File: src/core_cfg.svh
`ifndef CORE_CFG_SVH
`define CORE_CFG_SVH

//////////////////////////////
// Datapath widths
//////////////////////////////

// Register and ALU word
`define CORE_DATA_W   32
// Instruction word and opcode field
`define CORE_INSTR_W  16
`define CORE_OP_W     6

// Instruction memory depth is 2**CORE_IMEM_AW
`define CORE_IMEM_AW  8
// 32 architectural registers
`define CORE_RF_AW    5

//////////////////////////////
// Network addressing
//////////////////////////////

`define CORE_NET_ID_W 10
`define CORE_NET_ID   10'd1

// First fetch address out of reset
`define CORE_RESET_PC 8'd0

`endif

File: src/core_pkg.sv
`include "core_cfg.svh"

package core_pkg;

    // Opcode field, top bits of every instruction
    typedef enum logic [`CORE_OP_W-1:0] {
        OP_NOP   = 6'h00,
        OP_ADD   = 6'h01,
        OP_SUB   = 6'h02,
        OP_AND   = 6'h03,
        OP_OR    = 6'h04,
        OP_MOV   = 6'h05,
        OP_ADDI  = 6'h06,
        OP_BEQZ  = 6'h07,
        OP_BNEQZ = 6'h08,
        OP_JALR  = 6'h09,
        OP_DONE  = 6'h0A
    } opcode_e;

    // Packet command carried on the network port
    typedef enum logic [1:0] {
        NET_PC    = 2'd0,
        NET_INSTR = 2'd1,
        NET_REG   = 2'd2,
        NET_NONE  = 2'd3
    } net_op_e;

    // Core run state
    typedef enum logic {
        IDLE = 1'b0,
        RUN  = 1'b1
    } state_e;

    // Register form: rd op= rs
    typedef struct packed {
        opcode_e                 opcode;
        logic [`CORE_RF_AW-1:0]  rd;
        logic [`CORE_RF_AW-1:0]  rs;
    } instr_reg_s;

    // Immediate form, low field is a signed offset or constant
    typedef struct packed {
        opcode_e                       opcode;
        logic [`CORE_RF_AW-1:0]        rd;
        logic signed [`CORE_RF_AW-1:0] imm;
    } instr_imm_s;

    // One 16-bit word, two views of the low field
    typedef union packed {
        instr_reg_s r;
        instr_imm_s i;
    } instr_u;

endpackage

File: src/decode_stage.sv
`timescale 1ns/100ps
`include "core_cfg.svh"

module decode_stage (
    input  logic                      clk,
    input  logic                      n_reset,
    input  logic                      f_valid_i,
    input  core_pkg::instr_u          f_instr_i,
    input  logic [`CORE_IMEM_AW-1:0]  f_pc_i,
    input  logic                      flush_i,
    input  logic                      rf_we_i,
    input  logic [`CORE_RF_AW-1:0]    rf_waddr_i,
    input  logic [`CORE_DATA_W-1:0]   rf_wdata_i,
    output logic                      d_valid_o,
    output core_pkg::instr_u          d_instr_o,
    output logic [`CORE_IMEM_AW-1:0]  d_pc_o,
    output logic [`CORE_DATA_W-1:0]   d_rs_val_o,
    output logic [`CORE_DATA_W-1:0]   d_rd_val_o,
    output logic                      d_writes_rf_o
);

    logic [`CORE_DATA_W-1:0] rf [2**`CORE_RF_AW];
    logic [`CORE_DATA_W-1:0] rs_val;
    logic [`CORE_DATA_W-1:0] rd_val;
    logic                    writes_rf;

    //////////////////////////////
    // Register file
    //////////////////////////////

    // r0 is hardwired to zero
    // A write in this cycle is seen by the read, no extra forward path needed
    function automatic logic [`CORE_DATA_W-1:0] rf_read(input logic [`CORE_RF_AW-1:0] addr);
        if (addr == '0)
            return '0;
        if (rf_we_i && (rf_waddr_i == addr))
            return rf_wdata_i;
        return rf[addr];
    endfunction

    always_ff @(posedge clk)
    begin
        if (rf_we_i)
            rf[rf_waddr_i] <= rf_wdata_i;
    end

    // Both fields read through the register view
    // For immediate forms the rs read is don't care
    always_comb
    begin
        rs_val = rf_read(f_instr_i.r.rs);
        rd_val = rf_read(f_instr_i.r.rd);
    end

    //////////////////////////////
    // Control decode
    //////////////////////////////
    always_comb
    begin
        case (f_instr_i.r.opcode)
            core_pkg::OP_ADD,
            core_pkg::OP_SUB,
            core_pkg::OP_AND,
            core_pkg::OP_OR,
            core_pkg::OP_MOV,
            core_pkg::OP_ADDI,
            core_pkg::OP_JALR:
                writes_rf = 1'b1;
            // Branches, NOP and DONE leave the register file alone
            default:
                writes_rf = 1'b0;
        endcase
    end

    // Decode to execute register
    always_ff @(posedge clk)
    begin
        if (!n_reset)
            d_valid_o <= 1'b0;
        else
            d_valid_o <= f_valid_i && !flush_i;
    end

    always_ff @(posedge clk)
    begin
        d_instr_o     <= f_instr_i;
        d_pc_o        <= f_pc_i;
        d_rs_val_o    <= rs_val;
        d_rd_val_o    <= rd_val;
        d_writes_rf_o <= writes_rf;
    end

endmodule

File: config.mk
export PLATFORM = sky130hd
export DESIGN_NAME = decode_stage
export DESIGN_NICKNAME = d
export VERILOG_FILES = /design/src/core_pkg.sv /design/src/decode_stage.sv
export VERILOG_INCLUDE_DIRS = /design/src /design/src/src
export SDC_FILE = /design/constraint.sdc
export NUM_CORES = 1
export LEC_CHECK = 0
export BUFFER_PORTS_ARGS = -buffer_cell sky130_fd_sc_hd__buf_2
export CAP_MARGIN = 20
export CORE_MARGIN = 5
export CORE_UTILIZATION = 45
export DETAILED_ROUTE_END_ITERATION = 8
export PLACE_DENSITY = 0.57
export SYNTH_ARGS = -nofsm -noshare
export SYNTH_HDL_FRONTEND = slang
export SYNTH_SLANG_ARGS = --single-unit
File: constraint.sdc
create_clock -name clk -period 5.15 [get_ports clk]
set_input_delay 0.2575 -clock clk [delete_from_list [all_inputs] [get_ports clk]]
set_output_delay 0.2575 -clock clk [all_outputs]
set_load 0.005 [all_outputs]
==> results of run 1 <==
layer usage:
metal	vias to the layer above	part of all wire
met1	16320	0.40
met4	6	0.037
li1	11986	-
met5	-	0.00019
met3	322	0.11
met2	1929	0.45
area by class of cell:
cell class / count / area [um2]
clock inverter: 56 / 621
tap: 1488 / 1860
sequential: 1114 / 32600
multi-input combinational: 1388 / 16600
inverter: 3 / 11.3
antenna: 2 / 5.00
fill: 8816 / 53500
timing repair buffer: 268 / 1870
clock buffer: 168 / 3410
cells by family (layout without fill, tap and decap cells):
family                    after synthesis  after routing  synth area share
muxes                                 668            668             0.231
buffers and inverters                 229            495            0.0228
AOI/OAI and AO/OA                     459            459            0.0700
other                                   0              2                 0
xor gates and xnor gates                9              9           0.00158
and+or+nand+nor                       252            252            0.0226
DFF                                  1114           1114             0.652
critical path: cells and delay by family:
family                 cells  cell delay [ps]
and+or+nand+nor            2              230
buffers and inverters      4             2350
muxes                      1              180
AOI/OAI and AO/OA          2              670
timing repair:
item,in CTS,in global routing
endpoints found under the hold margin,19,0
gates resized for setup,0,0
hold buffers,19,0
stage by stage:
step / hold WS (ps) / setup WS [ps]
5_1_grt: 61.1 / 2010
2_1_floorplan: 285 / 2280
6_report: 69.7 / 2000
3_3_place_gp: 359 / 1860
4_1_cts: 6.55 / 2190
3_5_place_dp: 362 / 1920
registers in the layout, indices dropped and copies added (netlist names):
name and flops:
d_writes_rf_o 1, d_pc_o 8, rf 1024, d_rd_val_o 32
d_instr_o 16, d_rs_val_o 32, d_valid_o 1
worst max path at each step:
stage                     slack [ps]  depth (start not counted)          from             end
final                           2000                          9  f_instr_i[9]   d_rd_val_o[9]
after global routing            2010                          9  f_instr_i[9]   d_rd_val_o[3]
after CTS                       2190                          9  f_instr_i[9]   d_rd_val_o[3]
after detailed placement        1920                          6  f_instr_i[0]  d_rs_val_o[21]
after global placement          1860                          6  f_instr_i[0]  d_rs_val_o[21]
after floorplan                 2280                          4       rf_we_i       rf[28][0]
placed cells by master (no fill, tap or decap), types with 74 or more instances in the layout:
cell and count:
sky130_fd_sc_hd__buf_4 87, sky130_fd_sc_hd__mux2i_1 259, sky130_fd_sc_hd__dfxtp_1 90, sky130_fd_sc_hd__mux4_2 383
sky130_fd_sc_hd__a21oi_1 74, sky130_fd_sc_hd__edfxtp_1 1024, sky130_fd_sc_hd__clkbuf_16 123, sky130_fd_sc_hd__nand2_1 118
sky130_fd_sc_hd__a22oi_1 106, sky130_fd_sc_hd__buf_2 146
power breakdown:
group,internal [mW],total [mW],switching (mW)
logic,0.682,1.75,1.07
clock network,5.20,8.82,3.62
registers,10.1,10.2,0.110
==> results.txt, run 1 <==
- Worst path required time: 5790 ps
* TNS Setup: 0 ps
* Final worst path period need: 3150 ps
* Total count of max-transition violations in the final report: 0
- Traced cell by cell, the critical path runs through dlygate4sd3_1 > buf_4 > buf_4 > nor2_1 > a21oi_1 > mux2i_1 > nor3_2 > buf_4 > a211o_1.
- The finished layout holds 4487 standard cells, fillers aside.
- Run status: complete, no violations
- For this block, the via count after detailed routing is 30563.
* Count of routing violations after the opening detailed-route iteration: 4097
- The slowest stage of the critical path is the sky130_fd_sc_hd__buf_4 cell.
- Hold depth: 1
- TritonCTS built the clock tree.
* Number of nets in the synthesized netlist: 2797
* DP Area: 52700 um2
- Share of synthesized registers carrying an async set or reset: 0
* Arrival time at the worst endpoint: 3780 ps
* Most frequent cells after synthesis: sky130_fd_sc_hd__edfxtp_1 (1024), sky130_fd_sc_hd__mux4_2 (383), sky130_fd_sc_hd__mux2i_1 (259)
* Clk slew on worst S/H paths: 60 ps
* Buffer depth of the longest clock path: 3
- During synthesis, Yosys emitted a total of 0 warnings.
- Transition time of the tightest slew-check pin: 1220 ps
- The number of global-route vias before repair is 30566.
* Width of the die: 343 um
- The detail route stage leaves a number of antenna-violating nets equal to 0.
* Cells after Synth: 2731
* Prevailing post-synth register cell: sky130_fd_sc_hd__edfxtp_1
* Last weighted congestion value of the routability-driven placer: 0.846
- Counting flops and latches in the post-synthesis netlist gives 1114.
* Unrepaired setup endpoints after global routing: no
- DIE AREA: 118000 um2
- Wire length of the first global-routing pass: 236 mm
* Dominant cell type by area after synthesis: sky130_fd_sc_hd__edfxtp_1
* IO Count: 156
- Final Util: 0.516
- Relative to the synthesized area, the layout overhead comes to 14.0%.
- Maximum number of pins on one net before global-route repair: 97
- CTS built an H-tree with a depth of 3.
- Count of cells along the worst register-to-register path: 4
- Count of flip-flops with a built-in enable after synthesis: 1024
* Post-layout nets: 2961
* Worst-case hold path end point: rf[0][17]
- Of the post-synthesis cell area, the dominant cell type holds 0.616.
- For this design the ratio of total power to cell area is 364 nW/um2.
* Post-CTS setup buffer count: 0
* End of the worst register-to-register path: d_rs_val_o[4]
* Final cycle utilization of the critical path: 0.611
- Global-route layer with the greatest usage: met2
* HPWL reported at the end of detailed placement: 98.8 mm
* Master cell of the clock root buffer: sky130_fd_sc_hd__clkbuf_16
- STA classifies the critical path startpoint as an input pin.
- Number of standard-cell rows in the floorplan: 122
- Remaining routing DRC violations: 0
* Mean area per synthesized cell: 18.3 um2
* Starting density of the core: 0.452
- Buffers inserted during clock tree synthesis total 120.
- The core region is 110000 um2.
- The worst register-to-register path begins at rf[22][4].
* Setup Skew: 17.0 ps
- The number of antenna violations at the first check in global routing was 9.
- The floorplan step set the die height to 343 um.
- The number of hold violations in the final report was 0.
* Global route overflow: 0
- Launch instance of the worst min-delay path: rf_wdata_i[17]
- Sequential-to-total area share from yosys stat: 0.652
- Post-detailed-route wirelength per cell: 37.8 um
* Cell area after synthesis: 49900 um2
- For this run, global-route usage on met1 was measured as 0.406.
* Met3 demand-to-capacity share in global routing: 0.0688
- Top cells by area in the synthesized netlist: sky130_fd_sc_hd__edfxtp_1 (62%), sky130_fd_sc_hd__mux4_2 (17%), sky130_fd_sc_hd__mux2i_1 (5.2%)
- Setup-violating endpoint count in the final report: 0
* Critical path capture point type: flip-flop
- IR analysis of the VDD net gives a maximum drop of 0.267 mV.
- Drt pass-1 iters: 6
* Type of the worst min-delay path: input pin to flip-flop
- Relative slew slack: 0.181
* # Max-Cap Violations: 0
- Total power of the final layout: 20.7 mW
* Static leakage power: 18.8 nW
- In the final layout, the share of cells above drive strength 1 is 0.299.
* Critical path class: input pin to flip-flop
- After synthesis, the netlist uses 47 different library cells.
* Post-Place Cells: 4242
- Insertion delay to the later sink of the worst-skew pair: 710 ps
* R2r setup slk: 3130 ps
- Total routing resource utilization after global routing: 0.285
- Vias per inst: 6.81
- TritonCTS sink count: 1114
- Worst Path Max Fanout: 45
- By instance count, the cell type seen most on the critical path is sky130_fd_sc_hd__buf_4.
* Port bufs: 155
* Routed wire length: 170 mm
* Most common cell in the netlist: sky130_fd_sc_hd__edfxtp_1
- Timing would allow up to 318 MHz.
- After routing the design area is 56900 um2.
- On the worst path, the slowest cell contributes a delay of 700 ps.
* Global-route met2 utilization: 0.434
No activity file was read; power rests on OpenSTA's default activity.
==> inputs of run 2 (changes only) <==
==> constraint.sdc (replaced) <==
create_clock -name clk -period 3.1 [get_ports clk]
set_input_delay 0.155 -clock clk [delete_from_list [all_inputs] [get_ports clk]]
set_output_delay 0.155 -clock clk [all_outputs]
set_load 0.005 [all_outputs]
==> run 2 against run 1 <==
Power increased by 67%. Routed wire length increased by 1.7%. Core utilization grew 1.5 points. Clock-buffer cell count up 9. Die area unchanged. Sequential power increased by 66%.
==> results.txt, run 2 (synthesized netlist as in run 1, its figures left out) <==
- The first-pass iteration count of the detailed router is 5 (was 6).
* Count of routing violations after the opening detailed-route iteration: 4007 (was 4097)
- The number of gates resized after cts is 0 (unchanged).
- Final Hold Violating Endpoints: 0 (unchanged)
* Largest stage delay on the critical path: 560 ps (was 700 ps)
- Worst path required time: 3680 ps (was 5790 ps)
- The setup TNS came to 0 ps (unchanged).
- Wire length of the first global-routing pass: 241 mm (was 236 mm)
- The sort of element at the end of the critical path was a flip-flop (unchanged).
- Initial antenna violation count: 14 (was 9)
* Cell type of the slowest stage on the worst timing path: sky130_fd_sc_hd__dlygate4sd3_1 (was sky130_fd_sc_hd__buf_4)
- The number of global-route vias before repair is 31336 (was 30566).
- Maximum number of pins on one net before global-route repair: 63 (was 97)
- The aggregate routed wire length is 173 mm (was 170 mm).
* HPWL reported at the end of detailed placement: 100 mm (was 98.8 mm)
- The area enclosed by the die boundary is 118000 um2 (unchanged).
- R2r setup slk: 1170 ps (was 3130 ps)
- The power density relative to cell area is 593 nW/um2 (was 364 nW/um2).
- The clock sink total was 1114 (unchanged).
- Type of the worst min-delay path: input pin to flip-flop (unchanged)
- Width of the die: 343 um (unchanged)
- The placed cell area is 53900 um2 (was 52700 um2).
* Startpoint type of the worst setup path: input pin (unchanged)
* Master cell of the clock root buffer: sky130_fd_sc_hd__clkbuf_16 (unchanged)
- Number of standard-cell rows in the floorplan: 122 (unchanged)
- Via count of the routed design: 31282 (was 30563)
- The number of flip-flops under the largest register name came to 1024 (unchanged).
- Most used cells in the layout excluding fill and tap cells: sky130_fd_sc_hd__edfxtp_1 (1024), sky130_fd_sc_hd__mux4_2 (383), sky130_fd_sc_hd__mux2i_1 (259) (unchanged).
* H-tree levels: 3 (unchanged)
- The remaining routing DRC violations was 0 (unchanged).
- The count of port buffers added during placement was 155 (unchanged).
- Final worst path period need: 2420 ps
* Vias per inst: 6.78 (was 6.81)
- Chain of cells forming the critical path: dlygate4sd3_1 > buf_8 > xnor2_1 > nand3_1 > o31ai_4 > buf_4 > a21oi_1 > a211o_1 (was dlygate4sd3_1 > buf_4 > buf_4 > nor2_1 > a21oi_1 > mux2i_1 > nor3_2 > buf_4 > a211o_1)
- The number of buffers added to fix hold violations after cts came to 55 (was 19).
* Static leakage power: 19.5 nW (was 18.8 nW)
- Biggest regs: rf (1024), d_rd_val_o (32), d_rs_val_o (32) (unchanged)
- The aggregate global routing overflow is 0 (unchanged).
* # Max-Cap Violations: 0 (unchanged)
* Unrepaired setup endpoints after global routing: no (unchanged)
- The vertical die dimension is 343 um (unchanged).
* Transition time of the tightest slew-check pin: 795 ps (was 1220 ps)
- The relative slew slack is 0.469 (was 0.181).
- Clock tree from TritonCTS: built (unchanged)
- Cell class contributing the biggest share of worst-path delay: buffers and inverters (unchanged)
* Number of clock buffers inserted by TritonCTS: 121 (was 120)
- Beginning of the critical path: f_instr_i[5] (was f_instr_i[9])
- The worst reg-to-reg path cell count came to 4 (unchanged).
* Total power of the final layout: 34.7 mW (was 20.7 mW)
- The start of the worst register-to-register path is rf[23][1] (was rf[22][4]).
- Total routing resource utilization after global routing: 0.290 (was 0.285)
- Worst Path Max Fanout: 26 (was 45)
- The critical path class is input pin to flip-flop (unchanged).
* Clk slew on worst S/H paths: 60 ps (about the same)
- The post-synthesis to final-layout area growth came to 17.2% (was 14.0%).
- The global placer's final weighted congestion is 0.829 (was 0.846).
- The clock latency reported for the late side of the worst-skew pair is 710 ps (about the same).
- The worst hold path depth came to 2 (was 1).
- The footprint of the multi-input gates is 16600 um2 (about the same).
- Buf+Inv Stages, Crit Path: 3 (was 4)
* End of the worst register-to-register path: d_rs_val_o[1] (was d_rs_val_o[4])
- The largest register by flop count is rf (unchanged).
* Arrival time at the worst endpoint: 3000 ps (was 3780 ps)
- The count of fill cells added during filler insertion came to 8650 (was 8816).
* Core region area: 110000 um2 (unchanged)
* Setup-violating endpoint count in the final report: 0 (unchanged)
* Final cycle utilization of the critical path: 0.782
* Fraction of final layout cells with drive strength greater than 1: 0.314 (was 0.299)
- The maximum ir drop on the vdd rail was 0.449 mV (was 0.267 mV).
- Post-layout nets: 3081 (was 2961)
* Post-detailed-route wirelength per cell: 37.4 um (was 37.8 um)
* FMAX: 413 MHz
* Starting density of the core: 0.452 (unchanged)
- The number of routed nets with antenna violations was 0 (unchanged).
- Non-Filler Cell Area, Final: 58500 um2 (was 56900 um2)
- Seq. cell area: 32600 um2 (unchanged)
- Buffer depth of the longest clock path: 3 (unchanged)
- The number of buffers inserted by post-CTS setup repair was 0 (unchanged).
- The I/O pin count was 156 (unchanged).
- The worst clock skew on the final layout came to 20.5 ps (was 17.0 ps).
* Commonest non-fill, non-tap cell in the layout: sky130_fd_sc_hd__edfxtp_1 (unchanged)
- Total count of max-transition violations in the final report: 0 (unchanged)
* Worst-case hold path end point: d_instr_o[6] (was rf[0][17])
- Run status: complete, no violations (unchanged)
* Launch instance of the worst min-delay path: f_instr_i[6] (was rf_wdata_i[17])
-- run 2: worst max path at each step --
stage	to	cells after the start
floorplan	rf[28][0]	4
global placement	d_rd_val_o[0]	7
detailed placement	d_rd_val_o[0]	7
CTS	d_rd_val_o[0]	8
global route	d_rs_val_o[31]	9
finish	d_rd_val_o[23]	8
-- run 2: routing by layer --
metal | routed length [um] | part of all wire | up-vias | track usage
met5 | 27 | 0.00016 | - | 0
met4 | 5810 | 0.034 | 4 | 0.0928
met3 | 18100 | 0.11 | 346 | 0.0620
met2 | 80800 | 0.47 | 2038 | 0.459
met1 | 67800 | 0.39 | 16646 | 0.406
li1 | - | - | 12248 | -
-- run 2: layout make-up --
cell class,instances,share of cell area
tap,1488,0.0318
multi-input combinational,1388,0.283
antenna,4,0.000171
inverter,3,0.000192
clock inverter,52,0.00999
timing repair buffer,387,0.0591
sequential,1114,0.556
clock buffer,177,0.0592
-- run 2: power breakdown --
group | internal, mW | switching [mW]
logic | 1.27 | 1.82
registers | 16.7 | 0.187
clock network | 8.70 | 5.98
-- run 2: metrics by stage --
| stage | hold WS [ps] | std cells | utilization | setup slack (ps) |
|---|---|---|---|---|
| 2_1_floorplan | 183 | 2731 | - | 332 |
| 3_3_place_gp | 257 | 4325 | 0.488 | 525 |
| 3_5_place_dp | 259 | 4325 | 0.488 | 437 |
| 4_1_cts | 35.1 | 4609 | 0.530 | 766 |
| 5_1_grt | 32.4 | 4609 | 0.530 | 658 |
| 6_report | 36.7 | 4613 | 0.530 | 677 |
